<file path="src/rtl/ls_pkg.sv">
// Shared types and constants for the load/store slice
// Operations are 15 bits wide and come in a word layout and a sub-word layout
// The local memory depth must be a power of two

package ls_pkg;

  // Number of general registers visible to the load/store unit
  localparam int LS_NREGS = 8;

  // Local data memory depth in 32-bit words
  localparam int LS_DMEM_WORDS = 256;

  // Top address nibbles that route to the external request port
  localparam logic [3:0] LS_AXI_SPACE     = 4'hF;
  localparam logic [3:0] LS_RACCOON_SPACE = 4'hE;

  // Word access layout, selected when the word bit is set
  // The offset is scaled by four before use
  typedef struct packed {
    logic       store;
    logic       upd;
    logic       word;
    logic [5:0] off6;
    logic [2:0] ptr_sel;
    logic [2:0] reg_sel;
  } ls_op_word_t;

  // Halfword and byte layout, selected when the word bit is clear
  // The offset is scaled by two for halfwords and used as is for bytes
  typedef struct packed {
    logic       store;
    logic       upd;
    logic       word;
    logic       half;
    logic [4:0] off5;
    logic [2:0] ptr_sel;
    logic [2:0] reg_sel;
  } ls_op_sub_t;

  // The same operation word seen through either layout
  // Store, upd, word and both selects sit at the same bits in both views
  typedef union packed {
    ls_op_word_t w;
    ls_op_sub_t  s;
  } ls_op_u;

  // One register write event
  typedef struct packed {
    logic        vld;
    logic [2:0]  sel;
    logic [31:0] data;
  } ls_reg_wr_t;

  // No-wait data bus request, with the address always word aligned
  typedef struct packed {
    logic        dcs;
    logic        axi_cs;
    logic        raccoon_cs;
    logic        wr;
    logic [3:0]  mask;
    logic [31:0] addr;
    logic [31:0] wdata;
    logic [2:0]  wb_sel;
  } ls_dbus_t;

endpackage

</file>
<file path="src/rtl/ls_regfile.sv">
// Eight 32-bit registers with two combinational read ports
// Writes land on the edge after the event, so reads never bypass
// Same-register priority is load writeback, pointer update, host preload

`timescale 1ns/10ps

module ls_regfile
(
  input  logic               CLK,
  input  logic               RST,
  input  logic [2:0]         ptr_sel,
  input  logic [2:0]         store_sel,
  output logic [31:0]        ptr,
  output logic [31:0]        store_data,
  input  ls_pkg::ls_reg_wr_t load_wb,
  input  ls_pkg::ls_reg_wr_t ptr_upd,
  input  ls_pkg::ls_reg_wr_t host_wr
);

  import ls_pkg::*;

  logic [31:0] regs [LS_NREGS];

  // Read ports return the stored value only
  assign ptr        = regs[ptr_sel];
  assign store_data = regs[store_sel];

  // Each register takes at most one write per edge
  // Different registers can be written by different ports at once
  always_ff @(posedge CLK or posedge RST)
  begin
    if (RST)
    begin
      for (int i = 0; i < LS_NREGS; i++)
        regs[i] <= 32'd0;
    end
    else
    begin
      for (int i = 0; i < LS_NREGS; i++)
      begin
        // Load data wins over the pointer it was fetched through
        if (load_wb.vld && (load_wb.sel == 3'(i)))
          regs[i] <= load_wb.data;
        else if (ptr_upd.vld && (ptr_upd.sel == 3'(i)))
          regs[i] <= ptr_upd.data;
        else if (host_wr.vld && (host_wr.sel == 3'(i)))
          regs[i] <= host_wr.data;
      end
    end
  end

endmodule

</file>
<file path="config.mk">
export PLATFORM = sky130hd
export DESIGN_NAME = ls_regfile
export DESIGN_NICKNAME = d
export VERILOG_FILES = /design/src/rtl/ls_pkg.sv /design/src/rtl/ls_regfile.sv
export SDC_FILE = /design/constraint.sdc
export NUM_CORES = 1
export LEC_CHECK = 0
export ABC_CLOCK_PERIOD_IN_PS = 9300
export BUFFER_PORTS_ARGS = -buffer_cell sky130_fd_sc_hd__buf_2
export CORE_UTILIZATION = 35
export CTS_BUF_LIST = sky130_fd_sc_hd__clkbuf_8
export CTS_CLUSTER_SIZE = 12
export DETAILED_ROUTE_END_ITERATION = 10
export SYNTH_ARGS = -nofsm -noshare
export SYNTH_HDL_FRONTEND = slang
export SYNTH_SLANG_ARGS = --single-unit
</file>
<file path="constraint.sdc">
create_clock -name CLK -period 9.3 [get_ports CLK]
set_clock_uncertainty 0.1 [all_clocks]
set_input_delay 0 -clock CLK [delete_from_list [all_inputs] [get_ports CLK]]
set_output_delay 0 -clock CLK [all_outputs]
set_load 0.02 [all_outputs]
</file>
After elaboration in Yosys (flattened, before gate mapping)
Cells that the tools add are included.

Order comparisons: 2. Eq/ne operators: 21. Muxes and demuxes: 30. Bitwise operators: 2. Reduce and logical (&&, ||, !) cells: 35.

Operator list (number): $mux W32 (28); $bmux W32 S3 (2); $eq A3 B3 Y1 const B (12); $logic_and A1 B1 Y1 (24); $reduce_bool A3 Y1 (8); $eq A3 B2 Y1 const B (6); $eq A3 B1 Y1 const B (3); $logic_not A3 Y1 (3); $ge A4 B4 Y1 const B (2); $not A3 Y4 (2).

Register bits: 256. Output and inout port bits: 64.

Logic depth before layout (Yosys ltp)
Depth after elaboration: 5. Mapped depth: 6. Mapped depth without buffers: 3.

Worst setup path after synthesis
No wires, ideal clock.

Path kind: input port to output port. From: input ptr_sel[0]. To: output ptr[10]. Arrival time: 1354 ps. Data required time: 9200 ps. Slack: 7846 ps. Cell stages on the path: 4. Path buffers: 2. Cells stage by stage: buf_2 > buf_2 > mux4_2 > mux2_2.

Cells in the longest elaborated chain, start to end: 4.

Ends and longest elaborated chain: start: declaration (line ls_regfile.sv:11) `input logic [2:0] ptr_sel,`; $not A3 Y4 (implied by the code) (line ls_regfile.sv:25) `assign ptr = regs[ptr_sel];`; $bmux W32 S3 (line ls_regfile.sv:25); $mux W32 (implied by the code) (2 in a row) (line ls_regfile.sv:25); end: declaration (line ls_regfile.sv:13) `output logic [31:0] ptr,`.

No other way between the ends. The select of a mux whose other input is x is not followed.

Worst setup path in the final report
From: input ptr_upd[35] in the netlist's numbering. To: register regs[130] in the netlist's numbering.

Cells in the longest elaborated chain, start to end: 3. Elaborated cells between the ends (all ways): 4. Those cells by class: 2 x mux; 2 x reduce/logical.

Ends and longest elaborated chain: start: declaration (line ls_regfile.sv:16) `input ls_pkg::ls_reg_wr_t ptr_upd,`; $logic_and A1 B1 Y1 (*) (line ls_regfile.sv:44) `else if (ptr_upd.vld && (ptr_upd.sel == 3'(i)))`; $mux W32 (line ls_regfile.sv:44); $mux W32 (line ls_regfile.sv:42) `if (load_wb.vld && (load_wb.sel == 3'(i)))`; end signal: indexed assignment (line ls_regfile.sv:43) `regs[i] <= load_wb.data;`; end signal: indexed assignment (line ls_regfile.sv:45) `regs[i] <= ptr_upd.data;`; end signal: indexed assignment (line ls_regfile.sv:47) `regs[i] <= host_wr.data;`; end: declaration (line ls_regfile.sv:22) `logic [31:0] regs [LS_NREGS];`.

Mark *: on every way between the ends. The rest lies on a longest branch, timed or not. A chain may end at the register's enable or synchronous reset.

==> results.ini <==
[power_and_ir_drop]
ir_drop_mv=0.1010
power_density_nw_per_um2=181.8
p_leak_nw=9.818

[detailed_routing]
wirelength_mm=79.99
drtIter0Drc=2135
dr.pass1.iters=5
routedWlPerCell_um=29.80
post-route-drc-count=0
via_count=18201
antenna_left=0
viasPerCell=6.781

[yosys]
synth.top_cell.area_share=0.3357
synth_edf_count=0
yosysSeqAreaShare=0.3357
synth_warnings=0
synthArstFlopShare=1.000
syn_area_per_cell_um2=10.41
synth_seq_cells=256
syn_inst=1834
synthDistinctLibCells=30
synthFlopType=dfrtp_1
synth_area_leaders=dfrtp_1 34%, mux4_2 15%, mux2i_1 13%
synth_top_cell_by_area=dfrtp_1
syn_nets=1950
synth_area_um2=19080

[cts]
cts_setup_buffers=0
clock_path_buffers=3
cts_tree=done
clkTransAtPathRegs_ps=60
htreeDepth=2
cts-root-buf=clkbuf_8
clk_latency_ps=610
cts_buffers=46
ctsResizeCount=0
clock_sinks=256

[floorplan]
fp-row-count=85
initial_utilization=0.3546
die_area_um2=55460
chipHeight_um=235.5
io_pins=180
die_w_um=235.5
core_area_um2=53810

[critical_path]
cp-end-kind=register
r2r_start=regs[39]
critPathMaxFanout=33
cp.arrival_ps=3210
crit_required_ps=9700
start_kind=input pin
timing_worst_setup_path_type=input pin to register
worstSetupStartpoint=ptr_upd[35]

[timing]
min_period_ps=2807
setup_violations=0
min_period_over_period=0.3019
rsz0062_at_grt=no
slew_headroom=0.1764
clock.fmax_mhz=356.2
timing.final.hold_violations=0
maxSlewViolCount=0
worstMarginPinSlew_ps=1235
fin_setup_tns_ps=0

[layout]
largest-register=regs
largest_register_ffs=256
antennaDiodeCount=0
seqCellArea_um2=6406
layout_common_cells=256 x mux2i_1, 256 x nor4_1, 256 x nor2_1, 256 x dfrtp_1, 234 x a211oi_1
multi_input_area_um2=11440
final_area_um2=22550
final_nets=2067
reg_top3=regs x256
drive_gt1_frac=0.2731
syn2layout_area_growth_pct=18.16
nFillCells=5091

[placed_design]
port_buffers=179
gp_congestion=0.8147
hpwl_mm=44.18
dpl_cell_area_um2=19950

[grt]
busiest_layer=met2
grtUsageMet2=0.4489
track_usage=0.2846
use_met1=0.3570
grt.overflow.total=0
grt_max_degree=133
grt_pass1_wl_mm=120.1
grt_pass1_vias=18760
antenna_found_initial=1
grtUsageMet3=0.06766

[min_path]
min_path_type=input pin to async pin

[status]
status=completed

[run]
cap_violations=0

==> metal layers <==
metal / vias up / wire length (um) / share of wire
met2: 1370 / 36750 / 0.46
met4: 2 / 4390 / 0.055
met5: - / 13 / 0.00016
met3: 349 / 8102 / 0.10
li1: 7353 / - / -
met1: 9127 / 30730 / 0.38
==> per-stage QoR <==
stage	hold WS (ps)	power, mW	util	cells	setup slack [ps]
after global routing	191.3	4.264	0.4190	2684	6523
final	51.10	4.099	0.4190	2684	6493
after global placement	194.3	2.786	0.3707	2438	6581
after floorplan	224.6	2.446	-	1834	2158
after CTS	110.2	4.075	0.4190	2684	6673
after detailed placement	201.6	2.835	0.3707	2438	6540
==> where the power goes <==
group	total, mW	switching (mW)	internal (mW)
registers	1.57	0.207	1.36
logic	1.37	0.669	0.699
clock network	1.16	0.539	0.625
==> cell families after synthesis <==
family,after synthesis,share of synthesized area
AO/OA/AOI/OAI,264,0.1098
buffers and inverters,314,0.07461
flip-flops,256,0.3357
multiplexers,448,0.3231
AND/OR/NAND/NOR,552,0.1568
==> path summary, 6_finish.rpt <==
kind / end / slack [ps] / cells after the start
worst min-delay path: regs[195] / 50 / 3
worst max-delay path: regs[130] / 6490 / 7
worst max register to register: regs[39] / 7660 / 3
max in group asynchronous: regs[234] / 7430 / 4
min in group CLK: regs[15] / 200 / 4
worst min register to register: regs[6] / 560 / 2
==> worst max-delay path, stage by stage <==
cell,delay [ps]
buf_2,310
and4b_2,280
buf_4,510
o21a_1,860
buf_4,490
a211oi_1,130
dlygate4sd3_1,580
==> layout make-up <==
cell class,instances,area share
Multi-Input combinational cell,1264,0.5074
Sequential cell,256,0.2841
Timing Repair Buffer,382,0.1256
Tap cell,696,0.03862
Clock buffer,62,0.03784
Clock inverter,23,0.005937
Inverter,1,0.0004994
==> cells in the mapped netlist (7+ instances only) <==
library cell,number
and4b_1,9
dfrtp_1,256
mux2_2,64
nor4_1,256
clkbuf_1,141
a211oi_1,234
mux2i_1,256
buf_6,11
buf_4,12
buf_1,55
nor2_1,256
a211oi_2,22
clkbuf_2,7
buf_2,87
mux4_2,128
==> timing repair <==
action / 4_1_cts / 5_1_grt
endpoints found under the setup margin: 0 / 0
hold endpoints to repair: 386 / 0
hold buffers: 161 / 0
Note: power is estimated with default switching activity, not from simulation.
