$ cat src/rtl/ls_pkg.sv
// Shared types and constants for the load/store slice
// Operations are 15 bits wide and come in a word layout and a sub-word layout
// The local memory depth must be a power of two

package ls_pkg;

  // Number of general registers visible to the load/store unit
  localparam int LS_NREGS = 8;

  // Local data memory depth in 32-bit words
  localparam int LS_DMEM_WORDS = 256;

  // Top address nibbles that route to the external request port
  localparam logic [3:0] LS_AXI_SPACE     = 4'hF;
  localparam logic [3:0] LS_RACCOON_SPACE = 4'hE;

  // Word access layout, selected when the word bit is set
  // The offset is scaled by four before use
  typedef struct packed {
    logic       store;
    logic       upd;
    logic       word;
    logic [5:0] off6;
    logic [2:0] ptr_sel;
    logic [2:0] reg_sel;
  } ls_op_word_t;

  // Halfword and byte layout, selected when the word bit is clear
  // The offset is scaled by two for halfwords and used as is for bytes
  typedef struct packed {
    logic       store;
    logic       upd;
    logic       word;
    logic       half;
    logic [4:0] off5;
    logic [2:0] ptr_sel;
    logic [2:0] reg_sel;
  } ls_op_sub_t;

  // The same operation word seen through either layout
  // Store, upd, word and both selects sit at the same bits in both views
  typedef union packed {
    ls_op_word_t w;
    ls_op_sub_t  s;
  } ls_op_u;

  // One register write event
  typedef struct packed {
    logic        vld;
    logic [2:0]  sel;
    logic [31:0] data;
  } ls_reg_wr_t;

  // No-wait data bus request, with the address always word aligned
  typedef struct packed {
    logic        dcs;
    logic        axi_cs;
    logic        raccoon_cs;
    logic        wr;
    logic [3:0]  mask;
    logic [31:0] addr;
    logic [31:0] wdata;
    logic [2:0]  wb_sel;
  } ls_dbus_t;

endpackage

$ cat src/rtl/ls_unit.sv
// Load/store unit with a fixed three cycle load latency and no stalls
// Only loads to the local memory write back, external loads are dropped
// Register reads are combinational and see only values already written

`timescale 1ns/10ps

module ls_unit
(
  input  logic              CLK,
  input  logic              RST,
  input  logic              op_vld,
  input  ls_pkg::ls_op_u    op,
  output logic [2:0]        ptr_sel,
  output logic [2:0]        store_sel,
  input  logic [31:0]       ptr,
  input  logic [31:0]       store_data,
  output ls_pkg::ls_dbus_t  dbus,
  input  logic [31:0]       rdata,
  output ls_pkg::ls_reg_wr_t ptr_upd,
  output ls_pkg::ls_reg_wr_t load_wb
);

  import ls_pkg::*;

  // Load tag carried alongside the memory access until the data returns
  typedef struct packed {
    logic       vld;
    logic       word;
    logic       half;
    logic [1:0] lo;
    logic [2:0] sel;
  } ld_tag_t;

  logic [31:0] off_zx;
  logic [31:0] off_sx;
  logic [31:0] addr_next;
  logic [31:0] addr_out;
  logic [31:0] wr_data;
  logic [3:0]  lane_mask;
  logic        axi_space;
  logic        raccoon_space;
  logic        is_half;
  ld_tag_t     tag_d1;
  ld_tag_t     tag_d2;
  ld_tag_t     tag_d3;
  logic [31:0] rd_q;
  logic [31:0] rd_align;

  // Both selects share their position in either layout
  assign ptr_sel   = op.w.ptr_sel;
  assign store_sel = op.w.reg_sel;

  // The half bit only exists in the sub-word view
  assign is_half = !op.w.word && op.s.half;

  // Offset scaling and extension per access size
  always_comb
  begin
    if (op.w.word)
    begin
      off_zx = {24'd0, op.w.off6, 2'b00};
      off_sx = {{24{op.w.off6[5]}}, op.w.off6, 2'b00};
    end
    else if (op.s.half)
    begin
      off_zx = {26'd0, op.s.off5, 1'b0};
      off_sx = {{26{op.s.off5[4]}}, op.s.off5, 1'b0};
    end
    else
    begin
      off_zx = {27'd0, op.s.off5};
      off_sx = {{27{op.s.off5[4]}}, op.s.off5};
    end
  end

  // Updating forms use the signed offset, plain forms the unsigned one
  assign addr_next = ptr + (op.w.upd ? off_sx : off_zx);

  // Post-increment uses the old pointer, pre-decrement the new one
  assign addr_out = (op.w.upd && !off_sx[31]) ? ptr : addr_next;

  assign axi_space     = (addr_out[31:28] == LS_AXI_SPACE);
  assign raccoon_space = (addr_out[31:28] == LS_RACCOON_SPACE);

  // Lane mask and replicated store data
  always_comb
  begin
    if (op.w.word)
    begin
      lane_mask = 4'b1111;
      wr_data   = store_data;
    end
    else if (is_half)
    begin
      lane_mask = addr_out[1] ? 4'b1100 : 4'b0011;
      wr_data   = {2{store_data[15:0]}};
    end
    else
    begin
      lane_mask = 4'b0001 << addr_out[1:0];
      wr_data   = {4{store_data[7:0]}};
    end
  end

  // Bus request, valid the cycle after issue
  always_ff @(posedge CLK or posedge RST)
  begin
    if (RST)
      dbus <= '0;
    else if (op_vld)
    begin
      dbus.dcs        <= !axi_space && !raccoon_space;
      dbus.axi_cs     <= axi_space;
      dbus.raccoon_cs <= raccoon_space;
      dbus.wr         <= op.w.store;
      dbus.mask       <= lane_mask;
      dbus.addr       <= {addr_out[31:2], 2'b00};
      // Loads carry no write data
      dbus.wdata      <= op.w.store ? wr_data : 32'd0;
      dbus.wb_sel     <= op.w.reg_sel;
    end
    else
      dbus <= '0;
  end

  // Pointer update event, valid together with the bus request
  always_ff @(posedge CLK or posedge RST)
  begin
    if (RST)
      ptr_upd <= '0;
    else if (op_vld && op.w.upd)
    begin
      ptr_upd.vld  <= 1'b1;
      ptr_upd.sel  <= op.w.ptr_sel;
      ptr_upd.data <= addr_next;
    end
    else
      ptr_upd <= '0;
  end

  // Tag pipeline, the first stage only marks local loads as valid
  always_ff @(posedge CLK or posedge RST)
  begin
    if (RST)
    begin
      tag_d1 <= '0;
      tag_d2 <= '0;
      tag_d3 <= '0;
    end
    else
    begin
      tag_d1.vld  <= op_vld && !op.w.store && !axi_space && !raccoon_space;
      tag_d1.word <= op.w.word;
      tag_d1.half <= is_half;
      tag_d1.lo   <= addr_out[1:0];
      tag_d1.sel  <= op.w.reg_sel;
      tag_d2      <= tag_d1;
      tag_d3      <= tag_d2;
    end
  end

  // Memory data arrives two cycles after issue and is held for alignment
  always_ff @(posedge CLK)
  begin
    if (tag_d2.vld)
      rd_q <= rdata;
  end

  // Shift the addressed lane down and zero-extend it
  always_comb
  begin
    if (tag_d3.word)
      rd_align = rd_q;
    else if (tag_d3.half)
      rd_align = tag_d3.lo[1] ? {16'd0, rd_q[31:16]} : {16'd0, rd_q[15:0]};
    else
    begin
      case (tag_d3.lo)
        2'd0:    rd_align = {24'd0, rd_q[7:0]};
        2'd1:    rd_align = {24'd0, rd_q[15:8]};
        2'd2:    rd_align = {24'd0, rd_q[23:16]};
        default: rd_align = {24'd0, rd_q[31:24]};
      endcase
    end
  end

  // Writeback event three cycles after issue, all fields quiet when idle
  always_comb
  begin
    load_wb.vld  = tag_d3.vld;
    load_wb.sel  = tag_d3.vld ? tag_d3.sel : 3'd0;
    load_wb.data = tag_d3.vld ? rd_align : 32'd0;
  end

endmodule

$ cat config.mk
export PLATFORM = sky130hd
export DESIGN_NAME = ls_unit
export DESIGN_NICKNAME = d
export VERILOG_FILES = /design/src/rtl/ls_pkg.sv /design/src/rtl/ls_unit.sv
export SDC_FILE = /design/constraint.sdc
export NUM_CORES = 1
export LEC_CHECK = 0
export BUFFER_PORTS_ARGS = -buffer_cell sky130_fd_sc_hd__buf_2
export CORE_AREA = 2 2 166 168
export DETAILED_ROUTE_END_ITERATION = 6
export DIE_AREA = 0 0 168 170
export GPL_ROUTABILITY_DRIVEN = 0
export GPL_TIMING_DRIVEN = 0
export HOLD_SLACK_MARGIN = 0.05
export PLACE_DENSITY_LB_ADDON = 0.3
export SYNTH_ARGS = -nofsm -noshare
export SYNTH_HDL_FRONTEND = slang
export SYNTH_SLANG_ARGS = --single-unit
$ cat constraint.sdc
create_clock -name CLK -period 11.6 [get_ports CLK]
set_clock_uncertainty 0.15 [all_clocks]
set_input_delay 1.16 -clock CLK [delete_from_list [all_inputs] [get_ports CLK]]
set_output_delay 1.16 -clock CLK [all_outputs]
set_load 0.02 [all_outputs]
Word level (Yosys, flattened, before mapping) --
Cells that the tools add are included. W data, S select, Z words.
Storage, ports and cells: register bits after elaboration 167, input bits 114, output and inout port bits 153
Cells by class: add/subtract/negate cells 1, eq/ne operators 4, shift operators 1, multiplexer cells 20, reductions and logical operators 13
Operators with widths (count):
- $mux W32 | 8
- $mux W75 | 1
- $mux W36 | 1
- $add A32 B32 Y32 | 1
- $mux W16 | 2
- $pmux W8 S3 | 1
- $mux W4 | 3
- $eq A4 B4 Y1 const B | 2
- $mux W8 | 1
- $logic_and A1 B1 Y1 | 7
- $mux W6 | 1
- $logic_not A1 Y1 | 5
- $mux W5 | 1
- $shl A1 B2 Y4 const A | 1
- $mux W3 | 1
- $eq A2 B1 Y1 const B | 1
- $eq A2 B2 Y1 const B | 1
- $logic_not A2 Y1 | 1

Depth between registers and ports, before layout --
word-level depth 9, mapped depth 15, gate-level depth less buffers 13

Least setup slack after synthesis --
OpenSTA, ideal clock, no wires.
kind input port to flip-flop, start input op[11] in the netlist's numbering, end register tag_d1[7] in the netlist's numbering, data arrival time 4.813 ns, slack 6.517 ns, stages 13, path buffers 1, cells stage by stage clkbuf_1 -> a21oi_1 -> nor2b_1 -> ha_1 -> a211o_1 -> o211ai_1 -> o211a_2 -> o21ai_2 -> a311oi_2 -> o21ai_2 -> xnor2_2 -> o31a_1 -> and3b_1
On the way: longest elaborated chain between the ends 9, elaborated cells on any way between the ends 15, those cells by class add/sub (1); eq/ne (2); mux (6); reduce/logical (6)
RTL lines:
- from (decl) | line ls_unit.sv:12 | input ls_pkg::ls_op_u op,
- $mux W6 or $mux W5 (tied branches) | line ls_unit.sv:64 | else if (op.s.half)
- $mux W8 or $mux W32 (tied branches) | line ls_unit.sv:59 | if (op.w.word)
- $mux W32 | line ls_unit.sv:77 | assign addr_next = ptr + (op.w.upd ? off_sx : off_zx);
- $add A32 B32 Y32 | line ls_unit.sv:77
- $mux W32 * | line ls_unit.sv:80 | assign addr_out = (op.w.upd && !off_sx[31]) ? ptr : addr_next;
- $eq A4 B4 Y1 | line ls_unit.sv:82 | assign axi_space = (addr_out[31:28] == LS_AXI_SPACE);
- $logic_not A1 Y1 | line ls_unit.sv:152 | tag_d1.vld <= op_vld && !op.w.store && !axi_space && !raccoon_space;
- $logic_and A1 B1 Y1 | line ls_unit.sv:152
- $logic_and A1 B1 Y1 * | line ls_unit.sv:152
- to (decl) | line ls_unit.sv:43 | ld_tag_t tag_d1;
Mark *: on every way between the ends. The rest lies on a longest branch, timed or not. A chain may end at the register's enable or synchronous reset.

Final worst setup path --
Same ends and word-level chain as after synthesis.

==> out/metrics.cfg <==
[global_routing]
grt_max_degree = 71
antenna_found_initial = 2
grt_pass1_vias = 7036
gr-total-overflow = 0
grt_pass1_wl_mm = 40.1
grt_use_total_pct = 18.4

[detailed_routing]
drtPass1Iterations = 5
vias_per_cell = 4.96
wirelength_mm = 26.3
ant_nets = 0
avgRoutedWirePerCell_microns = 18.2
drt_iter0_drc = 350
via_count = 7144
drc = 0

[power]
peakVddDrop_mv = 0.0840
power_leakage_nw = 5.37
powerDensity_nw_per_um2 = 149

[worst_setup_path]
critPathKind = in2reg
arrival_ns = 5.86
crit_chain = clkbuf_1 > clkbuf_1 > nor2_1 > and2_1 > ha_1 > fa_1 > a21o_1 > a221oi_2 > o211a_2 > o21ai_2 > a311oi_2 > o21ai_2 > xnor2_2 > o31a_1 > and3b_1
critPathRequiredTime_ns = 11.78
max_stage_delay_ns = 0.60
cp_slowest_cell = clkbuf_1
worstSetupStartpointType = primary input
crit_path_max_fanout = 10
cp-end-kind = register

[logic_synthesis]
ys_seq_elements = 165
async_flop_share_pct = 80.6
synth-compound-area-share_pct = 15.5
yosysTopAreaCell = dfrtp_1
synth_area_leaders = dfrtp_1 41%, edfxtp_1 12%, ha_1 4.7%, nand2_1 4.2%, mux2i_1 3.5%
synth-seq-area-share_pct = 52.2
syn_area_per_cell_sq_um = 10.3
synth_warnings = 0
netlist_area_sq_um = 8210
synth_top_area_share_pct = 40.5
synthXorXnorAreaFrac_pct = 3.19
synthAdderAreaFrac_pct = 4.97
synth_cell_types = 65
synth_top_family_by_area = simple AND/OR/NAND/NOR gates
synth_edf_count = 32
synthSimpleGateAreaFrac_pct = 16.6
synth.area.mux_share_pct = 3.67
syn_inst = 801
postSynth.topFlopCell = dfrtp_1

[clock_network]
cts_setup_buffers = 0
clk_path_buf_depth = 2
clkTransAtPathRegs_ns = 0.08
clock_sinks = 165
cts-root-buf = clkbuf_16
cts_tree = yes
postCtsHoldBufs = 0
cts_resized = 0
htree_levels = 4
clk_latency_ns = 0.44
numCtsBuffers = 17

[floorplanning]
initial_core_util_pct = 30.8
core_sq_um = 26700
io_pins = 267
die-area_sq_um = 28600
die_h_microns = 170
dieWidth_microns = 168
rows = 60

[timing]
drv_slew = 0
setup_viol = 0
worst_pin_slew_ns = 0.827
postLayoutSetupSlackWorst_ns = 5.92
setup_tns_ns = 0
fmax_ghz = 0.176
period_share_pct = 48.9
grt_setup_unrepaired = false
hold_violations = 0
maxSlewHeadroom_pct = 44.8
period_needed_ns = 5.68

[run_status]
status = finished, final reports clean

[place]
pre_cts_ws_ns = 5.44
portBuffers = 263
dp_hpwl_mm = 19.9

[final_layout]
area_delta_synth_final_pct = 29.3
nets = 1232
final_core_util_pct = 39.8
drive_gt1_share_pct = 29.0

[min_path]
hold_class = reg2reg

[job]
timing.max_cap.violations = 0

metrics by stage:
step	std cells	hold slack (ns)	instance area, sq um	total power, W
floorplan	802	0.181	8210	0.000878
global placement	1406	0.181	9960	0.000998
detailed placement	1408	0.185	10000	0.00100
CTS	1440	0.201	10600	0.00160
global route	1441	0.202	10600	0.00166
finish	1441	0.198	10600	0.00158
cells in the final DEF (no fill, tap or decap), drive strengths merged, types with 5 or more instances in the layout:
master / count
a21boi: 24
a21o: 12
a21oi: 49
a221oi: 8
a22oi: 8
and2: 33
and3: 32
buf: 277
clkbuf: 66
dfrtp: 133
edfxtp: 32
ha: 31
inv: 24
mux2i: 29
nand2: 91
nand3: 12
nand4: 11
nor2: 52
nor2b: 14
nor3: 12
o21a: 10
o21ai: 46
o21bai: 5
or3: 9
xnor2: 21
xor2: 8
flip-flops by register name, summed over array words and instances (netlist names):
signal and count:
tag_d2 8, tag_d3 7, dbus 73, ptr_upd 36
rd_q 32, load_wb 1, tag_d1 8
path summary, 6_finish.rpt:
path                                to      start  slack [ns]  depth (start not counted)
min reg2reg                  tag_d3[4]  tag_d2[4]        0.20                          0
max                          tag_d1[7]     op[11]        5.92                         15
min                          tag_d3[4]  tag_d2[4]        0.20                          0
max reg2reg                   rd_q[30]  tag_d2[7]       10.21                          0
min in group asynchronous    tag_d3[1]        RST        0.64                          2
max in group asynchronous  ptr_upd[35]        RST        9.91                          3
power breakdown:
part	total (W)	switching [W]	leakage (nW)	internal, W
registers	0.000651	0.0000170	2.03	0.000634
logic	0.000339	0.000217	3.04	0.000122
clock network	0.000590	0.000279	0.299	0.000311
total	0.00158	0.000513	5.37	0.00107
cell usage after synthesis, drive strengths merged (2+ instances only):
master  instances
inv            14
ha             31
nor2b          14
edfxtp         32
o211a           2
or3             9
nor2           52
o21a           10
and3           32
o211ai          3
nand4          11
a21o           12
xnor2          21
a21oi          49
nand3          12
clkbuf         49
and2           33
mux2i          29
xor2            8
and4            2
o31ai           2
nand2          91
o21bai          5
o31a            2
o22ai           2
a21boi         24
o21ai          46
dfrtp         133
a211o           2
nor3           12
a22oi           8
a211oi          2
a31oi           2
buf            12
nand2b          4
a221oi          8
critical path, delay by kind of cell:
kind / cells / cell delay [ns]
xor gates and xnor gates: 1 / 0.17
AOI/OAI and AO/OA: 7 / 2.00
and+or+nand+nor: 3 / 0.84
adders and majority gates: 2 / 0.65
buffers and inverters: 2 / 1.04
per-layer routing:
layer  up-vias  track usage (%)  part of all wire, %
li1       3386                -                    -
met1      3463             23.7                   44
met2       262             30.7                   48
met3        31             3.93                  6.3
met4         2             6.43                  2.0
met5         -                0                0.027
cell families (layout without fill, tap and decap cells):
| group | count (synthesis) | after routing |
|---|---|---|
| AND/OR/NAND/NOR | 277 | 277 |
| AO/OA/AOI/OAI | 192 | 192 |
| flip-flops | 165 | 165 |
| buffers and inverters | 75 | 372 |
| adder cells (fa/ha/maj) | 32 | 32 |
| multiplexers | 30 | 30 |
| XOR/XNOR | 29 | 29 |
| other | 1 | 3 |
final cells by class:
type                    instances  area [sq um]
diodes                          1          2.50
plain buffers                  61           263
flip-flops and latches        165          4290
clock inverters                15           180
clock buffers                  17           425
fillers                      2678         16000
well taps                     341           427
repair buffers                265          1360
multi-input cells             562          3610
inverters                      14          57.6
Power figures use the tool's default switching activity.
